==> config.mk <==
export PLATFORM = sky130hd
export DESIGN_NAME = cgram_port
export DESIGN_NICKNAME = d
export VERILOG_FILES = /design/src/verilog/ppu_pkg.sv /design/src/verilog/cgram_port.sv
export SDC_FILE = /design/constraint.sdc
export NUM_CORES = 2
export LEC_CHECK = 0
export BUFFER_PORTS_ARGS = -buffer_cell sky130_fd_sc_hd__buf_2
export CAP_MARGIN = 20
export CORE_MARGIN = 8
export CORE_UTILIZATION = 59
export DETAILED_ROUTE_END_ITERATION = 8
export GPL_TIMING_DRIVEN = 0
export HOLD_SLACK_MARGIN = 0.02
export PLACE_DENSITY = 0.75
export SYNTH_ARGS = -nofsm -noshare
export SYNTH_HDL_FRONTEND = slang
export SYNTH_SLANG_ARGS = --single-unit
==> constraint.sdc <==
create_clock -name clk -period 10.4 [get_ports clk]
set_input_delay 0 -clock clk [delete_from_list [all_inputs] [get_ports clk]]
set_output_delay 0 -clock clk [all_outputs]
set_load 0.05 [all_outputs]
==> src/verilog/ppu_pkg.sv <==
// --------------------------------------
// PPU shared definitions
// Register map, data widths and video timing
// --------------------------------------

package ppu_pkg;

    // Register indices as seen on paddr
    typedef enum logic [5:0] {
        INIDISP = 6'h00,
        VMAIN   = 6'h15,
        VMADDL  = 6'h16,
        VMADDH  = 6'h17,
        VMDATAL = 6'h18,
        VMDATAH = 6'h19,
        M7A     = 6'h1B,
        M7B     = 6'h1C,
        CGADD   = 6'h21,
        CGDATA  = 6'h22,
        MPYL    = 6'h34,
        MPYM    = 6'h35,
        MPYH    = 6'h36,
        SLHV    = 6'h37,
        RDVRAML = 6'h39,
        RDVRAMH = 6'h3A,
        RDCGRAM = 6'h3B,
        OPHCT   = 6'h3C,
        OPVCT   = 6'h3D,
        STAT78  = 6'h3F
    } reg_index_t;

    typedef logic [14:0] vram_addr_t;
    typedef logic [15:0] vram_word_t;
    typedef logic [14:0] color_t;
    typedef logic [7:0]  cgram_addr_t;
    typedef logic [8:0]  counter_t;

    // Video timing
    localparam int H_TOTAL      = 341;
    localparam int V_TOTAL      = 262;
    localparam int H_VISIBLE    = 256;
    localparam int V_VISIBLE    = 224;
    localparam int FETCH_PERIOD = 8;

endpackage

==> src/verilog/cgram_port.sv <==
// --------------------------------------
// CGRAM palette port
// 256 colors, byte-pair access with auto-increment
// --------------------------------------

`timescale 1ns/1ps

module cgram_port (
    input  logic                clk,
    input  logic                reset,
    input  logic                cg_strobe,
    input  ppu_pkg::reg_index_t reg_index,
    input  logic [7:0]          wdata,
    output logic [7:0]          cgram_rdata
);
    import ppu_pkg::*;

    color_t      mem [0:255];
    color_t      q;
    cgram_addr_t addr;
    logic        tgl;
    logic [7:0]  low_buf;

    always_ff @(posedge clk) begin
        if (reset) begin
            addr <= '0;
            tgl  <= 1'b0;
        end else if (cg_strobe) begin
            case (reg_index)
                CGADD: begin
                    addr <= wdata;
                    tgl  <= 1'b0;
                end
                CGDATA, RDCGRAM: begin
                    tgl <= ~tgl;
                    // Next color after the high byte
                    if (tgl) begin
                        addr <= addr + 1'b1;
                    end
                end
                default: ;
            endcase
        end
    end

    always_ff @(posedge clk) begin
        if (cg_strobe && reg_index == CGDATA) begin
            if (tgl) begin
                mem[addr] <= {wdata[6:0], low_buf};
            end else begin
                low_buf <= wdata;
            end
        end
        q <= mem[addr];
    end

    assign cgram_rdata = tgl ? {1'b0, q[14:8]} : q[7:0];

endmodule

# == After elaboration in Yosys (flattened, before gate mapping) ==
# Memory sizes are Yosys's and may differ from the RTL's. A register that Yosys moved wholly into a read port is not among the register bits.
# Index checks and enable logic that the tools add are counted.
# word_totals
mem_count,1
regBits,17
mem_bits_rw,3840
wordCells,23
# memory_table
memory,depth,width,rd,rd_clocked_by_memory_dff,wr,line_no,text
mem,256,15,1,1,1,cgram_port.sv:18,color_t mem [0:255];
# classes
n_reduce_logical,6
muxes,7
addsub,1
n_eq_ne,4
n_bitwise,1
# op_table
op,n
$eq A6 B6 Y1 const B,3
$mux W8,2
$pmux W8 S2,1
$add A8 B1 Y8 const B,1
$reduce_and A2 Y1,2
$mux W1,3
$reduce_and A3 Y1,1
$ne A2 B2 Y1 const B,1
$pmux W1 S2,1
$reduce_bool A2 Y1,1
$reduce_or A2 Y1,1
$logic_and A1 B1 Y1,1
$not A1 Y1,1

# == Logic depth before layout (Yosys ltp) ==
# logic_depth
ltp_word,4
depth_mapped,9

# == Worst setup path after synthesis ==
# Ideal clock, no wire load.
# synth_path
path_kind,reg2reg
from,register low_buf[0]
to,"memory mem[0][0] (netlist name), data pin"
path_slack_ps,6354
setup_ps,817
required_ps,9583
path_buffers,0
path_stages_with_launch,1
arrival_ps,3228
path_cell_list,edfxtp_1
# synth_rtl
element,line_no,text
"start, declared",cgram_port.sv:22,logic [7:0] low_buf;
"start signal, assigned",cgram_port.sv:51,low_buf <= wdata;
"end, declared",cgram_port.sv:18,
# No word-level cell before the write port.

# == Final worst setup path ==
# layout_path
from,register addr[2]
to,memory mem[193][5] (netlist name) (enable)
# layout_rtl
element,line_no,text
"start, declared",cgram_port.sv:20,cgram_addr_t addr;
"start signal, assigned",cgram_port.sv:31,addr <= wdata;
"start signal, assigned",cgram_port.sv:38,addr <= addr + 1'b1;
# No word-level cell before the write port.

==> qor.txt <==
Sequential-to-total area share from yosys stat: 0.792
Total detailed-routing wirelength: 417000 um
Final HPWL DP: 274000 um
GR Overflow Total: 0
Die height: 514 um
# IOs: 25
Max-slew violations: 0
Total track usage: 0.311
Worst hold path type: input port to register
Post-CTS setup buffer count: 0
Cells after Synth: 6410
# DRC: 0
Largest net degree at the start of global routing: 139
Rows: 183
Global-route wire length before repair: 577000 um
Leakage power: 51.0 nW
Status: finished clean
CTS tree: built
Peak supply drop: 0.000230 V
Final setup viols: 0
Min-delay src: wdata[0]
Number of max-cap violations: 0
Vias per cell: 7.04
Critical Path RT: 11080 ps
Synthesized area per cell: 22.9 um2
RSZ-0062 raised after global routing: no
Total die area: 265000 um2
Reg2reg start: addr[2]
DR WL/cell: 38.5 um
Most frequent cells in the layout: 3848 x edfxtp_1, 960 x mux4_2, 480 x a22oi_1, 386 x clkbuf_16, 290 x clkbuf_1
Clock skew after layout: 102 ps
Leading area contributor after synthesis: edfxtp_1
Post-synth cell types: 40
Dpl cell area: 156000 um2
Share of the synthesized area in the top cell type: 0.788
Hold Vio Cnt, Final: 0
TNS Setup: 0 ps
Core area: 248000 um2
Final net count: 7207
Design Power: 0.0307 W
Max-slew headroom: 0.0959
Net Count, Synth: 6431
Clk pin slew, worst setup/hold paths: 60 ps
Least-Margin Pin Slew: 1340 ps
Vias post-DR: 76300
CTS Buf Count: 380
CTS Sinks: 3872
FMAX: 166 MHz
Fill cell count: 14500
Tcrit/Tclk final: 0.580
Initial antenna violation count: 35
Vias in the first global route: 75600
Clk root buf: clkbuf_16
Layout Cell Area excl Fill: 168000 um2
Die width: 514 um
Min Tclk post-route: 6030 ps
DR pass1 iterations: 7
Routed Antenna Nets: 0
H-tree Lvls: 5
Commonest non-fill, non-tap cell in the layout: edfxtp_1
CP startpoint kind: register
Final Util: 0.679
Starting Density: 0.592
Critical path endpoint category: register
Clock Tree Buf Depth: 4
Synth area leaders: edfxtp_1 79%, mux4_2 15%, a22oi_1 2.5%
Clk Latency, worst-skew pair: 1010 ps
Synth Cell Area: 147000 um2
Share of cells above drive strength 1: 0.275
Hold Worst Slack: 65.1 ps
Area Overhead vs Synth: 14.8%
Setup crit start: addr[2]
Seq cells post-synth: 3872
IO buf count: 23
Syn. warnings: 0
Initial drt markers: 12800
Pwr Density: 182 nW/um2
Critical path data arrival time: 6700 ps
Crit-path max FO: 10
Gpl congestion: 1.06
Critical path class: register to register
## power breakdown
| part | internal (W) | switching (W) |
|---|---|---|
| Combinational | 0.000159 | 0.000385 |
| Clock | 0.00744 | 0.00568 |
| Sequential | 0.0170 | 0.00000286 |
## layer usage
| metal | global-route usage | wire length [um] | part of all wire | up-vias |
|---|---|---|---|---|
| met3 | 0.108 | 58900 | 0.14 | 1261 |
| li1 | - | - | - | 29200 |
| met4 | 0.199 | 32900 | 0.079 | 20 |
| met1 | 0.393 | 136000 | 0.33 | 39500 |
| met2 | 0.466 | 190000 | 0.45 | 6289 |
| met5 | 0.00108 | 150 | 0.00036 | - |
## cell usage after synthesis (all sizes together)
cell type  count
edfxtp      3848
mux4         960
a22oi        480
nor2         264
a21oi        250
clkbuf       221
buf          177
o41ai         60
nand3         26
dfxtp         24
nand2         19
nand4         16
nor2b          9
o21ai          9
mux2           8
a211oi         5
and2           4
ha             4
inv            3
nand2b         3
nand3b         3
nor3           3
a21o           2
a211o          1
a221oi         1
a311oi         1
a31oi          1
and3           1
and4           1
mux2i          1
nor4b          1
o31ai          1
or2            1
or3            1
or4b           1
## kinds of logic (layout without fill, tap and decap cells)
group / count (synthesis) / in the layout / synth area share
flops: 3872 / 3872 / 0.792
mux: 969 / 969 / 0.148
compound gates: 811 / 811 / 0.0376
buf+inv: 401 / 1461 / 0.0116
simple gates: 353 / 353 / 0.0104
fa+ha+maj: 4 / 4 / 0.000342
other cells: 0 / 32 / 0
## state kept, by name (all words and copies together) (netlist names)
signal,flops
mem,3840
q,15
addr,8
low_buf,8
tgl,1
## critical path, stage by stage (launching register included)
cell	delay, ps
dfxtp_1	300
buf_2	160
nor2_2	520
buf_16	230
clkbuf_2	630
buf_2	560
nand3_1	940
buf_6	470
clkbuf_2	520
buf_16	370
nor2_1	660
buf_6	250
## metrics by stage
step | std cells | worst slack (ps)
2_1_floorplan | 6410 | 6350
3_3_place_gp | 9763 | 2030
3_5_place_dp | 10100 | 4850
4_1_cts | 10800 | 4810
5_1_grt | 10800 | 4620
6_report | 10800 | 4370
## final timing paths
path / end / slack [ps] / cells after the start
worst max-delay path: mem[193][5] / 4370 / 11
worst min-delay path: mem[149][8] / 70 / 2
worst max register to register: mem[193][5] / 4370 / 11
worst min register to register: addr[3] / 660 / 3
## final cells by class
type                       count  area [um2]  share of cell area
tap                         3330        4170              0.0248
inverter                       3        11.3           0.0000669
buffer                       398        1710              0.0102
sequential                  3872      116000               0.689
antenna                       32        80.1            0.000476
timing repair buffer         394        5680              0.0337
clock buffer                 473       10100              0.0598
clock inverter               193        1560             0.00924
multi-input combinational   2137       29000               0.172
## what timing repair did
action                    4_1_cts  5_1_grt
hold buffers                   28        0
hold endpoints to repair     1039        0
gates resized for setup         0        0
No activity file was read; power rests on OpenSTA's default activity.
