## config.mk

```make
export PLATFORM = sky130hd
export DESIGN_NAME = line_fetch
export DESIGN_NICKNAME = d
export VERILOG_FILES = /design/src/verilog/ppu_pkg.sv /design/src/verilog/line_fetch.sv
export SDC_FILE = /design/constraint.sdc
export NUM_CORES = 1
export LEC_CHECK = 0
export BUFFER_PORTS_ARGS = -buffer_cell sky130_fd_sc_hd__buf_2
export CORE_MARGIN = 5
export CORE_UTILIZATION = 30
export CTS_BUF_LIST = sky130_fd_sc_hd__clkbuf_4 sky130_fd_sc_hd__clkbuf_8 sky130_fd_sc_hd__clkbuf_16
export DETAILED_ROUTE_END_ITERATION = 7
export SYNTH_ARGS = -nofsm -noshare
export SYNTH_HDL_FRONTEND = slang
export SYNTH_SLANG_ARGS = --single-unit
```

## constraint.sdc

```tcl
create_clock -name clk -period 2.66 [get_ports clk]
set_input_delay 0.532 -clock clk [delete_from_list [all_inputs] [get_ports clk]]
set_output_delay 0.532 -clock clk [all_outputs]
set_load 0.005 [all_outputs]
```

## src/verilog/ppu_pkg.sv

```systemverilog
// --------------------------------------
// PPU shared definitions
// Register map, data widths and video timing
// --------------------------------------

package ppu_pkg;

    // Register indices as seen on paddr
    typedef enum logic [5:0] {
        INIDISP = 6'h00,
        VMAIN   = 6'h15,
        VMADDL  = 6'h16,
        VMADDH  = 6'h17,
        VMDATAL = 6'h18,
        VMDATAH = 6'h19,
        M7A     = 6'h1B,
        M7B     = 6'h1C,
        CGADD   = 6'h21,
        CGDATA  = 6'h22,
        MPYL    = 6'h34,
        MPYM    = 6'h35,
        MPYH    = 6'h36,
        SLHV    = 6'h37,
        RDVRAML = 6'h39,
        RDVRAMH = 6'h3A,
        RDCGRAM = 6'h3B,
        OPHCT   = 6'h3C,
        OPVCT   = 6'h3D,
        STAT78  = 6'h3F
    } reg_index_t;

    typedef logic [14:0] vram_addr_t;
    typedef logic [15:0] vram_word_t;
    typedef logic [14:0] color_t;
    typedef logic [7:0]  cgram_addr_t;
    typedef logic [8:0]  counter_t;

    // Video timing
    localparam int H_TOTAL      = 341;
    localparam int V_TOTAL      = 262;
    localparam int H_VISIBLE    = 256;
    localparam int V_VISIBLE    = 224;
    localparam int FETCH_PERIOD = 8;

endpackage

```

## src/verilog/line_fetch.sv

```systemverilog
// --------------------------------------
// Display line fetch
// Dot and line counters, one VRAM word per 8 dots
// --------------------------------------

`timescale 1ns/1ps

module line_fetch (
    input  logic                clk,
    input  logic                reset,
    input  logic                fblank,
    input  ppu_pkg::vram_word_t rdata,
    output ppu_pkg::counter_t   h_ctr,
    output ppu_pkg::counter_t   v_ctr,
    output logic                disp_req,
    output ppu_pkg::vram_addr_t disp_addr,
    output logic                fetch_valid,
    output ppu_pkg::vram_addr_t fetch_addr,
    output ppu_pkg::vram_word_t fetch_word
);
    import ppu_pkg::*;

    logic visible;

    always_ff @(posedge clk) begin
        if (reset) begin
            h_ctr <= '0;
            v_ctr <= '0;
        end else if (h_ctr == counter_t'(H_TOTAL - 1)) begin
            h_ctr <= '0;
            if (v_ctr == counter_t'(V_TOTAL - 1)) begin
                v_ctr <= '0;
            end else begin
                v_ctr <= v_ctr + 1'b1;
            end
        end else begin
            h_ctr <= h_ctr + 1'b1;
        end
    end

    assign visible  = (h_ctr < H_VISIBLE) && (v_ctr < V_VISIBLE);
    assign disp_req = visible && !fblank && ((h_ctr % FETCH_PERIOD) == 0);

    // 32 words per line
    assign disp_addr = vram_addr_t'({v_ctr, 5'b00000})
                     + vram_addr_t'(h_ctr / FETCH_PERIOD);

    always_ff @(posedge clk) begin
        if (reset) begin
            fetch_valid <= 1'b0;
        end else begin
            fetch_valid <= disp_req;
        end
    end

    always_ff @(posedge clk) begin
        if (disp_req) begin
            fetch_addr <= disp_addr;
        end
    end

    // Bank output is already registered
    assign fetch_word = rdata;

endmodule

```

Yosys cells after proc, flatten, opt, wreduce, memory -nomap -nowiden
Cells that the tools add are included.
- bitwise operators: 0
- add/subtract/negate cells: 3
- divide/modulo/power cells: 0
- shift operators: 0
- multipliers: 0
- muxes and demuxes: 1
- reduce and logical (&&, ||, !) cells: 6
- equality and inequality tests: 2
- magnitude comparators: 2
- operators by type and width (cell ; count):
    $logic_not 32->1 ; 1
    $add 9x1->9 const B ; 2
    $eq 9x9->1 const B ; 2
    $add 14x6->15 ; 1
    $lt 9x8->1 const B ; 1
    $lt 9x9->1 const B ; 1
    $mux 9 ; 1
    $logic_and 1x1->1 ; 3
    $reduce_or 2->1 ; 1
    $logic_not 1->1 ; 1
- bits in latches: 0
- register bits after elaboration: 34
- memories: 0
- output and inout bits: 66
- word-level logic and storage cells: 18
- bits in read-only memories: 0
- memory bits (writable): 0

Longest topological paths before layout
- depth in word-level cells: 4
- depth in mapped cells: 7

Worst setup path after synthesis
OpenSTA, ideal clock, no wires.
- kind: flip-flop to output port
- start point: register h_ctr[0]
- end point: output port disp_req
- data arrival time: 2.223 ns
- required time: 2.128 ns
- stages on the path, launching flop included: 5
- path slack: -0.095 ns
- cells stage by stage: dfxtp_1 inv_1 ha_1 or4b_1 nor3_1
- cells in the longest elaborated chain, start to end: 4
- elaborated cells between the ends (all ways): 5
- classes of those cells: 1 x order compare; 4 x reduce/logical
- RTL lines (item ; line ; RTL):
    start: declaration ; line_fetch.sv:13 ; output ppu_pkg::counter_t h_ctr,
    start signal: assignment ; line_fetch.sv:37 ; h_ctr <= h_ctr + 1'b1;
    $lt 9x9->1 ; line_fetch.sv:41 ; assign visible = (h_ctr < H_VISIBLE) && (v_ctr < V_VISIBLE);
    $logic_and 1x1->1 ; line_fetch.sv:41 ;
    $logic_and 1x1->1 ; line_fetch.sv:42 ; assign disp_req = visible && !fblank && ((h_ctr % FETCH_PERIOD) == 0);
    $logic_and 1x1->1 * ; line_fetch.sv:42 ;
    end: declaration ; line_fetch.sv:15 ; output logic disp_req,
Every way passes the cells marked *; elsewhere a longest branch is shown, timed or not.

Final worst setup path
- start point: register v_ctr[0]
- end point: output port disp_addr[12]
- cells in the longest elaborated chain, start to end: 1
- RTL lines (item ; line ; RTL):
    start: declaration ; line_fetch.sv:14 ; output ppu_pkg::counter_t v_ctr,
    start signal: assignment ; line_fetch.sv:34 ; v_ctr <= v_ctr + 1'b1;
    $add 14x6->15 ; line_fetch.sv:46 ; + vram_addr_t'(h_ctr / FETCH_PERIOD);
    end: declaration ; line_fetch.sv:16 ; output ppu_pkg::vram_addr_t disp_addr,
No other way between the ends.

==> impl_metrics.json <==
{
  "drv_cap": 0,
  "ys_top_cells_by_area": "edfxtp_1 (26%), dfxtp_1 (22%), buf_4 (10%)",
  "synth-seq-area-share_pct": 47.77,
  "synth_edf_count": 15,
  "hpwl_um": 2655,
  "area_delta_synth_final_pct": 14.24,
  "cts-htree-levels": 2,
  "hp-start": "fblank",
  "grt_max_degree": 16,
  "multi_input_area_um2": 676.9,
  "antenna_left": 0,
  "cts_max_path_buffers": 2,
  "post-route-period-util_pct": 87.87,
  "drc": 0,
  "relSlewSlack_pct": 68.28,
  "synth-main-ff-cell": "dfxtp_1",
  "ctsResizeCount": 0,
  "drt_iter0_markers": 77,
  "dieArea_mm2": 0.007420,
  "gp_congestion": 0.8227,
  "startpoint_type": "flop",
  "crit_required_ps": 2130,
  "num_io_pins": 85,
  "yosysWarnings": 0,
  "grt_pass1_vias": 1119,
  "via_per_inst": 4.619,
  "cp.arrival_ps": 1810,
  "path_max_fanout": 7,
  "yosysMostFrequentCell": "buf_4",
  "final_nets": 217,
  "port_buffers": 52,
  "drv_slew": 0,
  "die_w_um": 86.14,
  "worstSetupStartpoint": "v_ctr[0]",
  "rsz0062_at_grt": "false",
  "worstMarginPinSlew_ps": 469.4,
  "layout_min_cycle_time_ps": 2337,
  "setup_viol": 0,
  "postCtsSetupBuffers": 0,
  "finalHoldViolations": 0,
  "crit_path_end_kind": "output port",
  "synth_cells": 160,
  "cts.sinks": 34,
  "synth_commonest_cells": "buf_4 (24), nor2_1 (23), dfxtp_1 (19), edfxtp_1 (15), xnor2_1 (14)",
  "power_density_mw_per_mm2": 516.8,
  "hold_path.class": "in2reg",
  "netlist_area_mm2": 0.001739,
  "ir_drop_mv": 0.1708,
  "grt_first_pass_wirelength_um": 5706,
  "gr-total-overflow": 0,
  "cts_tree": "yes",
  "drt-wirelength-per-cell_um": 13.39,
  "cts_buffers": 5,
  "vias": 1224,
  "synth.distinct_cells": 29,
  "fmaxAchievable_mhz": 427.8,
  "ys_ff_latch": 34,
  "p_leak_uw": 0.0008712,
  "setup_tns_ps": 0,
  "yosysTopAreaCell": "edfxtp_1",
  "firstDrtPassIters": 5,
  "synth_area_per_cell_um2": 10.87,
  "worstSetupPathType": "reg2out",
  "synth.top_cell.area_share_pct": 25.90,
  "clk_pin_slew_ps": 70,
  "hold_buffers": 0,
  "dp_slack_ps": 617.4,
  "skew_ps": 7.886,
  "die_height_um": 86.14,
  "syn_nets": 185,
  "rows": 27,
  "start_util_pct": 31.20,
  "r2r-start": "h_ctr[0]",
  "setup_ws_ps": 322.6,
  "antenna_found_initial": 0,
  "core_area_mm2": 0.005574,
  "n_fill_cell": 570,
  "cts_root_buffer": "clkbuf_8",
  "gr-usage-all-layers_pct": 9.952,
  "final-seq-area_um2": 830.8,
  "holdWs_ps": 444.4,
  "async_flop_share_pct": 0,
  "clk_latency_ps": 290,
  "antenna_cells": 0,
  "wl_um": 3549,
  "outcome": "finished clean",
  "drive_above_1_share_pct": 37.31
}
## routing by layer
layer | track usage, % | up-vias | routed length, µm
li1 | - | 596 | -
met1 | 12.00 | 556 | 1546
met2 | 13.81 | 53 | 1450
met3 | 4.707 | 19 | 415
met4 | 6.906 | 0 | 136
met5 | 0 | - | 0
## kinds of logic (layout without fill, tap and decap cells)
logic type	Yosys count	count (layout)	share of synthesized area, %
simple gates	60	60	21.08
flops	34	34	47.77
buf+inv	34	67	13.60
xor+xnor	21	21	10.58
fa+ha+maj	6	6	4.316
compound gates	5	5	2.662
## worst max-delay path, cell delays in order, from the launching register on
cell and delay [ps]:
dfxtp_1 450, ha_1 220, nand3_1 130, nor2_1 250, nand3_1 130, xnor2_1 200, buf_2 140
## sequential cells by signal, indices dropped and copies added, names as in the netlist
name	cells
h_ctr	9
v_ctr	9
fetch_valid	1
fetch_addr	15
## path summary, 6_finish.rpt
check / slack, ps / depth (start not counted) / to
min reg2reg: 480 / 1 / h_ctr[0]
min: 440 / 2 / fetch_valid
max reg2reg: 820 / 5 / fetch_addr[7]
max: 320 / 6 / disp_addr[12]
## where the power goes
group	leakage, µW	internal (µW)	switching, µW	total [µW]
clock	0.0000472	208	189	397
sequential	0.000298	564	8.95	573
combinational	0.000526	25.1	31.9	57.0
total	0.000871	797	229	1030
## cell type report
cell class	instances	area share, %
Timing Repair Buffer	54	13.85
Multi-Input combinational cell	92	34.07
Inverter	5	0.9446
Sequential cell	34	41.81
Tap cell	72	4.534
Clock inverter	2	0.6297
Clock buffer	6	4.156
## cell usage in the layout, fill, tap and decap left out, types with 2 or more instances in the layout
cell,netlist,final
nand4_1,4,4
nand3_1,9,9
nor2_1,23,23
xnor2_1,14,14
xor2_1,7,7
buf_2,3,52
a21oi_1,2,2
nand2_1,4,4
ha_1,6,6
a2111oi_0,2,2
inv_1,5,5
and3_1,3,3
buf_4,24,2
nor4_2,3,3
dfxtp_1,19,19
clkbuf_8,0,6
edfxtp_1,15,15
nor3_1,4,3
## stage by stage
step                area (µm²)  utilization (%)  power, µW  std cells
finish                    1987            35.65       1027        265
global route              1987            35.65       1068        265
CTS                       1987            35.65       1042        265
detailed placement        1892            33.94      643.6        257
global placement          1892            33.94      643.4        257
floorplan                 1744                -      634.7        160
No activity file was read; power rests on OpenSTA's default activity.
