File: src/verilog/ppu_pkg.sv
// --------------------------------------
// PPU shared definitions
// Register map, data widths and video timing
// --------------------------------------

package ppu_pkg;

    // Register indices as seen on paddr
    typedef enum logic [5:0] {
        INIDISP = 6'h00,
        VMAIN   = 6'h15,
        VMADDL  = 6'h16,
        VMADDH  = 6'h17,
        VMDATAL = 6'h18,
        VMDATAH = 6'h19,
        M7A     = 6'h1B,
        M7B     = 6'h1C,
        CGADD   = 6'h21,
        CGDATA  = 6'h22,
        MPYL    = 6'h34,
        MPYM    = 6'h35,
        MPYH    = 6'h36,
        SLHV    = 6'h37,
        RDVRAML = 6'h39,
        RDVRAMH = 6'h3A,
        RDCGRAM = 6'h3B,
        OPHCT   = 6'h3C,
        OPVCT   = 6'h3D,
        STAT78  = 6'h3F
    } reg_index_t;

    typedef logic [14:0] vram_addr_t;
    typedef logic [15:0] vram_word_t;
    typedef logic [14:0] color_t;
    typedef logic [7:0]  cgram_addr_t;
    typedef logic [8:0]  counter_t;

    // Video timing
    localparam int H_TOTAL      = 341;
    localparam int V_TOTAL      = 262;
    localparam int H_VISIBLE    = 256;
    localparam int V_VISIBLE    = 224;
    localparam int FETCH_PERIOD = 8;

endpackage

File: src/verilog/ppu_regs.sv
// --------------------------------------
// PPU register block
// APB slave with register decode, forced blank,
// mode-7 multiplier and H/V counter latch
// --------------------------------------

`timescale 1ns/1ps

module ppu_regs (
    input  logic                clk,
    input  logic                reset,
    input  logic                psel,
    input  logic                penable,
    input  logic                pwrite,
    input  ppu_pkg::reg_index_t paddr,
    input  logic [7:0]          pwdata,
    input  logic                vram_done,
    input  ppu_pkg::vram_word_t prefetch,
    input  logic [7:0]          cgram_rdata,
    input  ppu_pkg::counter_t   h_ctr,
    input  ppu_pkg::counter_t   v_ctr,
    output logic [7:0]          prdata,
    output logic                pready,
    output logic                fblank,
    output logic [4:0]          vmain,
    output logic                vram_op,
    output logic                cg_strobe,
    output ppu_pkg::reg_index_t reg_index,
    output logic [7:0]          wdata
);
    import ppu_pkg::*;

    logic        access;
    logic        vram_acc;
    logic        done;
    logic        wr_done;
    logic        rd_done;
    logic [7:0]  m7_old;
    logic [15:0] m7_a;
    logic [7:0]  m7_b;
    logic [23:0] product;
    counter_t    h_latch;
    counter_t    v_latch;
    logic        hv_flag;
    logic        h_tgl;
    logic        v_tgl;

    // ----------------------------------------
    // APB handshake
    // ----------------------------------------

    // Index and data captured in the setup phase
    always_ff @(posedge clk) begin
        if (reset) begin
            reg_index <= INIDISP;
        end else if (psel && !penable) begin
            reg_index <= paddr;
        end
    end

    always_ff @(posedge clk) begin
        if (psel && !penable) begin
            wdata <= pwdata;
        end
    end

    // Accesses that need a VRAM cycle
    always_comb begin
        if (pwrite) begin
            vram_acc = reg_index inside {VMADDL, VMADDH, VMDATAL, VMDATAH};
        end else begin
            vram_acc = (reg_index == (vmain[4] ? RDVRAMH : RDVRAML));
        end
    end

    assign access  = psel && penable;
    assign pready  = access && (!vram_acc || vram_done);
    assign vram_op = access && vram_acc;
    assign done    = access && pready;
    assign wr_done = done && pwrite;
    assign rd_done = done && !pwrite;

    assign cg_strobe = pwrite ? (wr_done && (reg_index inside {CGADD, CGDATA}))
                              : (rd_done && (reg_index == RDCGRAM));

    // ----------------------------------------
    // Write registers
    // ----------------------------------------

    always_ff @(posedge clk) begin
        if (reset) begin
            fblank <= 1'b1;
            vmain  <= 5'h00;
            m7_a   <= 16'h0000;
            m7_b   <= 8'h00;
        end else if (wr_done) begin
            case (reg_index)
                INIDISP: fblank <= wdata[7];
                VMAIN:   vmain <= {wdata[7], wdata[3:0]};
                M7A:     m7_a <= {wdata, m7_old};
                M7B:     m7_b <= wdata;
                default: ;
            endcase
        end
    end

    // Low byte of the M7A pair
    always_ff @(posedge clk) begin
        if (wr_done && reg_index == M7A) begin
            m7_old <= wdata;
        end
    end

    assign product = $signed(m7_a) * $signed(m7_b);

    // H/V latch and its read toggles
    always_ff @(posedge clk) begin
        if (reset) begin
            h_latch <= '0;
            v_latch <= '0;
            hv_flag <= 1'b0;
            h_tgl   <= 1'b0;
            v_tgl   <= 1'b0;
        end else if (done) begin
            case (reg_index)
                SLHV: begin
                    h_latch <= h_ctr;
                    v_latch <= v_ctr;
                    hv_flag <= 1'b1;
                end
                OPHCT:  h_tgl <= ~h_tgl;
                OPVCT:  v_tgl <= ~v_tgl;
                STAT78: begin
                    hv_flag <= 1'b0;
                    h_tgl   <= 1'b0;
                    v_tgl   <= 1'b0;
                end
                default: ;
            endcase
        end
    end

    // ----------------------------------------
    // Read data
    // ----------------------------------------

    always_comb begin
        case (reg_index)
            RDVRAML: prdata = prefetch[7:0];
            RDVRAMH: prdata = prefetch[15:8];
            RDCGRAM: prdata = cgram_rdata;
            MPYL:    prdata = product[7:0];
            MPYM:    prdata = product[15:8];
            MPYH:    prdata = product[23:16];
            OPHCT:   prdata = h_tgl ? {7'h00, h_latch[8]} : h_latch[7:0];
            OPVCT:   prdata = v_tgl ? {7'h00, v_latch[8]} : v_latch[7:0];
            STAT78:  prdata = {1'b0, hv_flag, 6'h00};
            default: prdata = 8'h00;
        endcase
    end

endmodule

File: config.mk
export PLATFORM = sky130hd
export DESIGN_NAME = ppu_regs
export DESIGN_NICKNAME = d
export VERILOG_FILES = /design/src/verilog/ppu_pkg.sv /design/src/verilog/ppu_regs.sv
export SDC_FILE = /design/constraint.sdc
export NUM_CORES = 1
export LEC_CHECK = 0
export ABC_CLOCK_PERIOD_IN_PS = 11050
export BUFFER_PORTS_ARGS = -buffer_cell sky130_fd_sc_hd__buf_4
export CORE_UTILIZATION = 29
export DETAILED_ROUTE_END_ITERATION = 8
export PLACE_DENSITY = 0.44
export SYNTH_ARGS = -nofsm -noshare
export SYNTH_HDL_FRONTEND = slang
export SYNTH_SLANG_ARGS = --single-unit
File: constraint.sdc
create_clock -name clk -period 11.05 [get_ports clk]
set_clock_uncertainty 0.15 [all_clocks]
set_input_delay 2.21 -clock clk [delete_from_list [all_inputs] [get_ports clk]]
set_output_delay 2.21 -clock clk [all_outputs]
set_load 0.005 [all_outputs]
-- Word level (Yosys, flattened, before mapping)
Index checks and enable logic that the tools add are counted.
- output and inout bits: 31
- bits in registers: 73
- eq/ne operators: 20
- bitwise logic cells: 2
- multipliers: 1
- muxes and demuxes: 9
- reductions and logical operators: 28
- operators with widths (cell ; count):
    6-bit == test, second input constant ; 12
    8-bit case mux with 9 select lines ; 1
    6-bit by 5-bit == test with 1-bit output, second input constant ; 7
    16-bit by 8-bit multiplier with 24-bit output ; 1
    8-bit 2-to-1 mux ; 2
    2-bit AND reduction ; 8
    1-bit logical AND ; 10
    2-bit nonzero test ; 4
    6-bit == test ; 1
    6-bit zero test ; 1
    1-bit case mux with 2 select lines ; 3
    4-bit nonzero test ; 1
    1-bit zero test ; 3
    1-bit 2-to-1 mux ; 2
    2-bit 2-to-1 mux ; 1
    1-bit inverter ; 2
    1-bit logical OR ; 1

-- Logic depth before layout (Yosys ltp)
Gate-level depths: netlist of the first run.
- word-level depth: 10
- mapped depth: 18
- gate-level depth less buffers: 17

-- Least setup slack after synthesis of the first run
No wires, ideal clock.
- path kind: flip-flop to output port
- from: register m7_b[7]
- to: output prdata[7]
- arrival time: 4.593 ns
- stages on the path, launching flop included: 17
- buffers on the path: 1
- setup slack: 4.097 ns
- path through: dfxtp_1 -> inv_1 -> buf_1 -> nor2_1 -> fa_1 -> fa_1 -> fa_1 -> inv_1 -> fa_1 -> inv_1 -> ha_1 -> a21o_1 -> a31oi_4 -> o211ai_2 -> a211o_1 -> or4_1 -> nand4_1
- cells in the longest elaborated chain, start to end: 2
- ends and longest elaborated chain (element ; RTL line ; source):
    from (decl) ; ppu_regs.sv:40 ; logic [7:0] m7_b;
    from (signal assigned) ; ppu_regs.sv:101 ; M7B: m7_b <= wdata;
    16-bit by 8-bit multiplier with 24-bit output ; ppu_regs.sv:114 ; assign product = $signed(m7_a) * $signed(m7_b);
    8-bit case mux with 9 select lines ; ppu_regs.sv:148 ; case (reg_index)
    to (decl) ; ppu_regs.sv:22 ; output logic [7:0] prdata,
Every way passes these cells.

-- Final worst setup path of the first run
- from: register m7_b[2]
- to: output prdata[7]
Same word-level chain as after synthesis.

==> results of run 1 <==
[registers in the layout, indices dropped and copies added (netlist names)]
register,cells
h_tgl,1
m7_b,8
h_latch,9
v_tgl,1
m7_old,8
v_latch,9
reg_index,6
wdata,8
m7_a,16
fblank,1
hv_flag,1
vmain,5
[report_power, final]
| part | leakage [nW] | switching, W | total (W) | internal [W] |
|---|---|---|---|---|
| combinational | 3.52 | 0.0000194 | 0.0000439 | 0.0000245 |
| clock | 0.147 | 0.000115 | 0.000297 | 0.000181 |
| sequential | 0.607 | 0.00000592 | 0.000282 | 0.000276 |
[per-stage QoR]
| stage | area (um2) | power [W] | utilization | hold slack [ns] | instances |
|---|---|---|---|---|---|
| 2_1_floorplan | 8157 | 0.0003037 | - | 0.3023 | 892 |
| 3_3_place_gp | 9164 | 0.0003328 | 0.3308 | 0.3116 | 1328 |
| 3_5_place_dp | 9164 | 0.0003326 | 0.3308 | 0.3189 | 1328 |
| 4_1_cts | 9467 | 0.0006328 | 0.3417 | 0.3349 | 1344 |
| 5_1_grt | 9467 | 0.0006465 | 0.3417 | 0.3521 | 1344 |
| 6_report | 9467 | 0.0006225 | 0.3417 | 0.3345 | 1344 |
[path summary, 6_finish.rpt]
check                    to  slack (ns)  cells past startpoint
hold reg to reg     m7_a[7]        0.33                      2
hold / removal      m7_a[7]        0.33                      2
setup reg to reg   vmain[3]        8.26                      7
setup / recovery  prdata[7]        3.13                     16
[metal layers]
| metal | up-vias | share of wire | global-route usage |
|---|---|---|---|
| li1 | 3037 | - | - |
| met1 | 2999 | 0.49 | 0.2250 |
| met2 | 79 | 0.47 | 0.2691 |
| met3 | 13 | 0.033 | 0.02915 |
| met4 | 0 | 0.0068 | 0.02154 |
| met5 | - | 0 | 0 |
[kinds of logic (layout without fill, tap and decap cells)]
logic type      Yosys count  after routing  synth area share
mux                      70             70           0.08636
buf+inv                 182            256           0.09173
simple gates            301            301            0.1960
xor+xnor                 16             16           0.01718
flops                    73             73            0.1988
compound gates          102            102           0.08805
fa+ha+maj               148            148            0.3218
[cell usage in the layout, fill, tap and decap left out, types with 4 or more instances in the layout]
master and n:
inv_1 142, fa_1 103, buf_4 97, and2_1 89, nor2_1 80, mux2i_1 67
dfxtp_1 57, nand2_1 50, ha_1 45, o21ai_0 23, nand2b_1 21, a21oi_1 19
edfxtp_1 16, xnor2_1 12, nor3_1 10, a21o_1 9, clkbuf_16 9, nand3_1 8
a31oi_1 7, nor4_1 6, nor2b_1 5, nand4_1 5, o32ai_1 5, nand4b_1 4
xor2_1 4, a22oi_1 4
[worst register-to-register path: stages (launching register included)]
cell      delay, ns
dfxtp_1        0.42
buf_4          0.30
clkinv_1       0.37
nor2_1         0.47
nand4b_1       0.17
nor3_2         0.46
mux2i_1        0.25
nor2_1         0.05
[final cells by class]
type                       count  area (um2)  area share
multi-input combinational    637        5804      0.6131
sequential                    73        1622      0.1713
timing repair buffer          97       728.2     0.07692
inverter                     143       536.8     0.05670
tap                          378       473.0     0.04996
clock buffer                  10       239.0     0.02524
clock inverter                 6       63.81    0.006741
==> impl_metrics.env, run 1 <==
export IMPL_status="completed"
export IMPL_worst_slew_pin_slew_ns=1.034
export IMPL_worstSetupPathType="register to output port"
export IMPL_syn_area_mm2=0.008157
export IMPL_grt_first_pass_wirelength_um=36290
export IMPL_arrival_ns=5.56
export IMPL_holdCritPathClass="register to register"
export IMPL_synth_main_ff_cell="dfxtp_1"
export IMPL_synth_area_top_cells="fa_1 25%, dfxtp_1 14%, mux2i_1 8.2%"
export IMPL_cp_cell_sequence="nand2_1 > fa_1 > inv_1 > fa_1 > fa_1 > inv_1 > fa_1 > inv_1 > ha_1 > a21oi_1 > a21o_1 > o211ai_2 > a211o_1 > or4_1 > nand4_1 > buf_4"
export IMPL_powerDensity_mw_per_mm2=65.76
export IMPL_diodes=0
export IMPL_h_tree_depth=3
export IMPL_rows=61
export IMPL_fin_crit_sh=0.7170
export IMPL_path_max_fanout=17
export IMPL_netlist_instances=892
export IMPL_grt_usage=0.1625
export IMPL_setup_ws_ns=3.127
export IMPL_cp_startpoint="m7_b[2]"
export IMPL_cts_num_sinks=73
export IMPL_worst_setup_path_start_kind="register"
export IMPL_synthToLayoutAreaGrowth_pct=16.06
export IMPL_drc=0
export IMPL_numCtsBuffers=9
export IMPL_nNetsFinal=1171
export IMPL_via_count=6128
export IMPL_die_h_um=169.7
export IMPL_cts_buffer_depth=2
export IMPL_relSlewSlack=0.3093
export IMPL_synth_edf_count=16
export IMPL_synth_area_per_cell_um2=9.144
export IMPL_die_area_mm2=0.02880
export IMPL_initial_utilization=0.2944
export IMPL_synth_top_area_share=0.2528
export IMPL_place_gp_congestion=0.8058
export IMPL_synth_top_area_cell="fa_1"
export IMPL_ys_async_sr_fraction=0
export IMPL_overflow=0
export IMPL_critPathBufInv=4
export IMPL_die_x_um=169.7
export IMPL_fp_coreArea_mm2=0.02771
export IMPL_clk_latency_ns=0.34
export IMPL_grt_pass1_vias=6516
export IMPL_crit_family="adder cells"
export IMPL_dp_slack_ns=3.481
export IMPL_clk_pin_slew_ns=0.06
export IMPL_setup_viol=0
export IMPL_ant_nets=0
export IMPL_hold_violations=0
export IMPL_io_buffers=92
export IMPL_ctsHoldBuffers=0
export IMPL_vdd_drop_max_uv=65.31
export IMPL_wl_per_cell_um=16.22
export IMPL_fmax_mhz=126.2
export IMPL_cts_setup_buffers=0
export IMPL_endpoint_kind="output port"
export IMPL_ios=93
export IMPL_crit_path_top_delay_cell="dfxtp_1"
export IMPL_fill_cells=2884
export IMPL_grt_max_degree=67
export IMPL_wirelength_um=21800
export IMPL_fin_crit_ns=7.923
export IMPL_synth_most_common_cell="inv_1"
export IMPL_cts_root_buffer="clkbuf_16"
export IMPL_hpwl_um=17260
export IMPL_dr_pass1_iters=4
export IMPL_via_per_inst=4.560
export IMPL_cts_resized=0
export IMPL_hp_start="m7_old[7]"
export IMPL_fin_tns_setup_ns=0
export IMPL_antenna_found_initial=0
export IMPL_synth_seq_cells=73
export IMPL_cp_required_ns=8.69
export IMPL_layout_drive_gt1_share=0.1315
export IMPL_rsz0062_at_grt="no"
export IMPL_cts_tree="built"
export IMPL_slowest_delay_ns=0.79
export IMPL_post_synth_num_cell_types=63
export IMPL_maxCapViolations=0
export IMPL_timing_rr_start="reg_index[0]"
export IMPL_synth_commonest_cells="142 x inv_1, 103 x fa_1, 89 x and2_1, 80 x nor2_1, 67 x mux2i_1"
export IMPL_drt_iter0_drc=268
export IMPL_ys_warn_count=0
export IMPL_ys_seq_area_frac=0.1988
export IMPL_slew_viol_final=0
export IMPL_p_leak_nw=4.271
export IMPL_crit_top_cell="fa_1"
export IMPL_syn_nets=1102
(Power assumes the default switching activity.)
==> run 2: changes to the inputs <==
Settings changed: ABC_CLOCK_PERIOD_IN_PS 11050 to 6610, PLACE_DENSITY 0.44 to 0.46.
Clock period 11.05 ns to 6.61 ns, I/O delays scaled along.
==> impl_metrics.env, run 2 (synthesis results as in run 1) <==
export IMPL_grt_usage=0.1638
export IMPL_rows=61
export IMPL_holdCritPathClass="register to register"
export IMPL_place_gp_congestion=0.7960
export IMPL_layout_drive_gt1_share=0.2008
export IMPL_ant_nets=0
export IMPL_via_count=6260
export IMPL_holdWs_ns=0.3313
export IMPL_die_h_um=169.7
export IMPL_die_area_mm2=0.02880
export IMPL_cts_num_sinks=73
export IMPL_fp_coreArea_mm2=0.02771
export IMPL_setup_viol=0
export IMPL_fill_cells=2896
export IMPL_cp_cell_sequence="buf_8 > buf_12 > and2_1 > fa_1 > fa_1 > fa_1 > inv_1 > fa_1 > inv_1 > ha_4 > buf_4 > nand3_1 > a21o_1 > o211ai_2 > a211o_1 > buf_4 > o31ai_1 > nand4_1 > buf_4"
export IMPL_crit_top_cell="fa_1"
export IMPL_cts_tree="built"
export IMPL_drt_iter0_drc=234
export IMPL_maxCapViolations=0
export IMPL_hpwl_um=17690
export IMPL_mostFrequentLayoutCells="140 x inv_1, 128 x buf_4, 102 x fa_1, 88 x and2_1, 79 x nor2_1"
export IMPL_fin_crit_sh=0.9767
export IMPL_cp_required_ns=5.14
export IMPL_worst_setup_path_start_kind="register"
export IMPL_fin_crit_ns=6.456
export IMPL_clk_pin_slew_ns=0.06
export IMPL_worstSetupPathType="register to output port"
export IMPL_regMostFlops="m7_a"
export IMPL_synthToLayoutAreaGrowth_pct=21.02
export IMPL_cts_buffer_depth=2
export IMPL_status="completed"
export IMPL_wirelength_um=22190
export IMPL_arrival_ns=4.98
export IMPL_initial_utilization=0.2944
export IMPL_reg_top3="m7_a: 16 flops, h_latch: 9 flops, v_latch: 9 flops"
export IMPL_regArea_mm2=0.001669
export IMPL_p_leak_nw=4.451
export IMPL_slew_viol_final=0
export IMPL_slowest_delay_ns=0.55
export IMPL_crit_path_top_delay_cell="fa_1"
export IMPL_clk_latency_ns=0.34
export IMPL_endpoint_kind="output port"
export IMPL_overflow=0
export IMPL_drc=0
export IMPL_numCtsBuffers=9
export IMPL_h_tree_depth=3
export IMPL_ios=93
export IMPL_io_buffers=92
export IMPL_dr_pass1_iters=5
export IMPL_ctsHoldBuffers=0
export IMPL_final_common_cell="inv_1"
export IMPL_grt_max_degree=67
export IMPL_via_per_inst=4.540
export IMPL_cts_root_buffer="clkbuf_16"
export IMPL_antenna_found_initial=0
export IMPL_nNetsFinal=1206
export IMPL_wl_per_cell_um=16.09
export IMPL_diodes=0
export IMPL_die_x_um=169.7
export IMPL_largest_register_ffs=16
export IMPL_relSlewSlack=0.4925
export IMPL_path_max_fanout=9
export IMPL_finalPower_w=0.0009991
export IMPL_multi_input_area_mm2=0.005903
export IMPL_fin_tns_setup_ns=0
export IMPL_powerDensity_mw_per_mm2=101.2
export IMPL_worst_slew_pin_slew_ns=0.7555
export IMPL_vdd_drop_max_uv=85.45
export IMPL_hold_violations=0
export IMPL_grt_pass1_vias=6593
export IMPL_fmax_mhz=154.9
export IMPL_grt_first_pass_wirelength_um=36470
[run 2: changes by cell type in the layout (fill, tap and decap cells not counted), moves of 4 or more]
| cell | previous run | this run |
|---|---|---|
| buf_4 | 97 | 128 |
| dfxtp_1 | 57 | 35 |
| dfxtp_2 | 0 | 14 |
| dfxtp_4 | 0 | 8 |
| ha_1 | 45 | 39 |
| ha_4 | 0 | 4 |
[run 2: per-layer routing]
layer,vias to the layer above,GRT usage,wire [um]
met5,-,0,0
met4,0,0.02899,193
met3,15,0.02938,843
met2,97,0.2748,10660
met1,3051,0.2211,10490
li1,3097,-,-
[run 2: cell type report]
type | instances | share of cell area
Clock inverter | 7 | 0.004563
Timing Repair Buffer | 132 | 0.1032
Tap cell | 378 | 0.04791
Multi-Input combinational cell | 637 | 0.5980
Inverter | 143 | 0.05438
Sequential cell | 73 | 0.1691
Clock buffer | 9 | 0.02282
[run 2: stage by stage]
step           setup slack [ns]  cell area, um2  cells  utilization
2_1_floorplan            0.5448            8157    892            -
3_3_place_gp             0.2055            9336   1351       0.3370
5_1_grt                -0.01269            9871   1379       0.3563
6_report                 0.1537            9871   1379       0.3563
4_1_cts                0.008921            9639   1368       0.3479
3_5_place_dp             0.1918            9336   1351       0.3370
[run 2: report_power, final]
group	internal [W]	leakage [nW]	total [W]	switching, W
combinational	0.0000414	3.70	0.0000731	0.0000317
clock	0.000253	0.135	0.000457	0.000204
sequential	0.000458	0.620	0.000469	0.0000109
[run 2: what timing repair did]
item	4_1_cts	5_1_grt
endpoints found under the hold margin	0	0
endpoints found under the setup margin	4	6
pin swaps	2	17
resized for setup	14	41
buffers inserted	1	11
[run 2: worst paths after layout]
| check | cells past startpoint | slack [ns] | start | endpoint |
|---|---|---|---|---|
| setup reg to reg | 8 | 3.82 | reg_index[1] | m7_a[12] |
| setup / recovery | 19 | 0.15 | m7_b[5] | prdata[7] |
| hold / removal | 2 | 0.33 | m7_old[4] | m7_a[4] |
| hold reg to reg | 2 | 0.33 | m7_old[4] | m7_a[4] |
[run 2: critical path: cells and delay by family, from the launching register on]
| kind | cells | cell delay (ns) |
|---|---|---|
| flops | 1 | 0.32 |
| fa+ha+maj | 5 | 2.26 |
| buf+inv | 7 | 0.88 |
| compound gates | 4 | 0.77 |
| simple gates | 3 | 0.40 |
==> run 3: changes to the inputs <==
Settings changed: CORE_ASPECT_RATIO set to 0.8, GPL_ROUTABILITY_DRIVEN set to 1.
==> impl_metrics.env, run 3 (synthesis results as in run 1) <==
export IMPL_status="completed"
export IMPL_endpoint_kind="output port"
export IMPL_whs_path_depth=2
export IMPL_ant_nets=0
export IMPL_setup_ws_ns=0.1754
export IMPL_nNetsFinal=1211
export IMPL_antenna_found_initial=0
export IMPL_hp_start="m7_old[5]"
export IMPL_via_count=6370
export IMPL_drt_iter0_drc=463
export IMPL_die_area_mm2=0.02880
export IMPL_timing_rr_start="reg_index[0]"
export IMPL_fin_crit_ns=6.435
export IMPL_die_h_um=152
export IMPL_r2r_slack_ns=3.91
export IMPL_numCtsBuffers=9
export IMPL_grt_first_pass_wirelength_um=37250
export IMPL_io_buffers=92
export IMPL_cts_root_buffer="clkbuf_16"
export IMPL_setup_viol=0
export IMPL_rr_worst_depth=7
export IMPL_p_leak_nw=4.476
export IMPL_h_tree_depth=3
export IMPL_path_max_fanout=9
export IMPL_maxCapViolations=0
export IMPL_via_per_inst=4.650
export IMPL_reg_top3="m7_a: 16 flops, h_latch: 9 flops, v_latch: 9 flops"
export IMPL_overflow=0
export IMPL_grt_pass1_vias=6608
export IMPL_hold_violations=0
export IMPL_clk_pin_slew_ns=0.06
export IMPL_layout_drive_gt1_share=0.2028
export IMPL_arrival_ns=4.96
export IMPL_diodes=0
export IMPL_dp_slack_ns=0.1296
export IMPL_fin_crit_sh=0.9735
export IMPL_rows=54
export IMPL_fill_cells=2912
export IMPL_slew_viol_final=0
export IMPL_final_util=0.3608
export IMPL_cts_num_sinks=73
export IMPL_wl_per_cell_um=16.45
export IMPL_wirelength_um=22540
export IMPL_ctsHoldBuffers=0
export IMPL_hpwl_um=17910
export IMPL_grt_usage=0.1644
export IMPL_mostFrequentLayoutCells="140 x inv_1, 132 x buf_4, 102 x fa_1, 89 x and2_1, 77 x nor2_1"
export IMPL_regMostFlops="m7_a"
export IMPL_final_common_cell="inv_1"
export IMPL_grt_max_degree=67
export IMPL_cts_buffer_depth=2
export IMPL_die_x_um=189.5
export IMPL_worstSetupPathType="register to output port"
export IMPL_holdCritPathClass="register to register"
export IMPL_worst_setup_path_start_kind="register"
export IMPL_largest_register_ffs=16
export IMPL_drc=0
export IMPL_hold_end="m7_a[5]"
export IMPL_synthToLayoutAreaGrowth_pct=21.34
export IMPL_powerDensity_mw_per_mm2=101.9
export IMPL_worst_slew_pin_slew_ns=1.003
export IMPL_vdd_drop_max_uv=93.81
export IMPL_place_gp_congestion=0.8198
export IMPL_fp_coreArea_mm2=0.02743
export IMPL_dr_pass1_iters=5
export IMPL_initial_utilization=0.2973
export IMPL_clk_latency_ns=0.34
export IMPL_fmax_mhz=155.4
export IMPL_relSlewSlack=0.3301
export IMPL_r2r_end="vmain[2]"
export IMPL_ios=93
export IMPL_cp_required_ns=5.14
export IMPL_cts_tree="built"
==> run 3: cell count changes in the layout (fill, tap and decap cells not counted), moves of 3 or more <==
cell | previous run | this run
buf_4 | 128 | 132
clkinv_2 | 4 | 1
dfxtp_1 | 35 | 39
ha_1 | 39 | 42
==> run 3: final cells by class <==
| cell class | count | area (um2) | share of cell area |
|---|---|---|---|
| sequential | 73 | 1659 | 0.1676 |
| tap | 364 | 455.4 | 0.04602 |
| inverter | 143 | 536.8 | 0.05424 |
| clock buffer | 9 | 225.2 | 0.02276 |
| multi-input combinational | 637 | 5893 | 0.5954 |
| timing repair buffer | 137 | 1074 | 0.1085 |
| clock inverter | 7 | 53.80 | 0.005436 |
==> run 3: routing by layer <==
layer,vias up,part of all wire,routed length (um),GRT usage
met1,3097,0.54,12100,0.2592
met2,147,0.41,9193,0.2346
met5,-,0,0,0
met3,15,0.048,1083,0.02980
met4,0,0.0075,168,0.01997
li1,3111,-,-,-
==> run 3: metrics by stage <==
step | power [W] | hold WS [ns] | cells | setup TNS (ns) | cell area (um2)
3_3_place_gp | 0.0005570 | 0.3139 | 1345 | 0 | 9379
6_report | 0.001009 | 0.3269 | 1370 | 0 | 9897
3_5_place_dp | 0.0005564 | 0.3195 | 1345 | 0 | 9379
5_1_grt | 0.001049 | 0.3653 | 1370 | -0.01560 | 9897
2_1_floorplan | 0.0005076 | 0.3023 | 892 | 0 | 8157
4_1_cts | 0.001028 | 0.3340 | 1361 | 0 | 9684
==> run 3: worst max-delay path by stage <==
| stage | startpoint | to | slack (ns) | depth (start not counted) |
|---|---|---|---|---|
| floorplan | m7_b[7] | prdata[7] | 0.54 | 16 |
| global placement | m7_b[2] | prdata[3] | 0.19 | 16 |
| detailed placement | m7_b[2] | prdata[3] | 0.13 | 16 |
| CTS | m7_a[9] | prdata[7] | 0.03 | 15 |
| global route | m7_b[6] | prdata[5] | -0.02 | 17 |
| finish | m7_b[6] | prdata[3] | 0.18 | 17 |
==> run 3: power breakdown <==
part           total [W]  internal [W]  switching [W]  leakage [nW]
Combinational  0.0000749     0.0000410      0.0000339          3.73
Clock           0.000466      0.000257       0.000209         0.128
Sequential      0.000468      0.000459     0.00000885         0.618
Total            0.00101      0.000757       0.000252          4.48
==> run 3: critical path, stage by stage, from the launching register on <==
cell,delay [ns]
dfxtp_1,0.31
buf_6,0.13
buf_4,0.15
and2_1,0.15
fa_1,0.53
fa_1,0.53
fa_1,0.49
inv_1,0.05
fa_1,0.48
inv_1,0.06
ha_4,0.27
nand2_2,0.07
or2_2,0.30
o211ai_2,0.16
a211o_1,0.22
mux2_2,0.36
o221ai_2,0.18
buf_4,0.15
==> run 3: what timing repair did <==
| item | 4_1_cts | 5_1_grt |
|---|---|---|
| gates resized for setup | 13 | 38 |
| endpoints found under the hold margin | 0 | 0 |
| endpoints found under the setup margin | 6 | 7 |
| setup buffers | 0 | 8 |
| pin swaps | 1 | 10 |
| gates cloned | 0 | 1 |
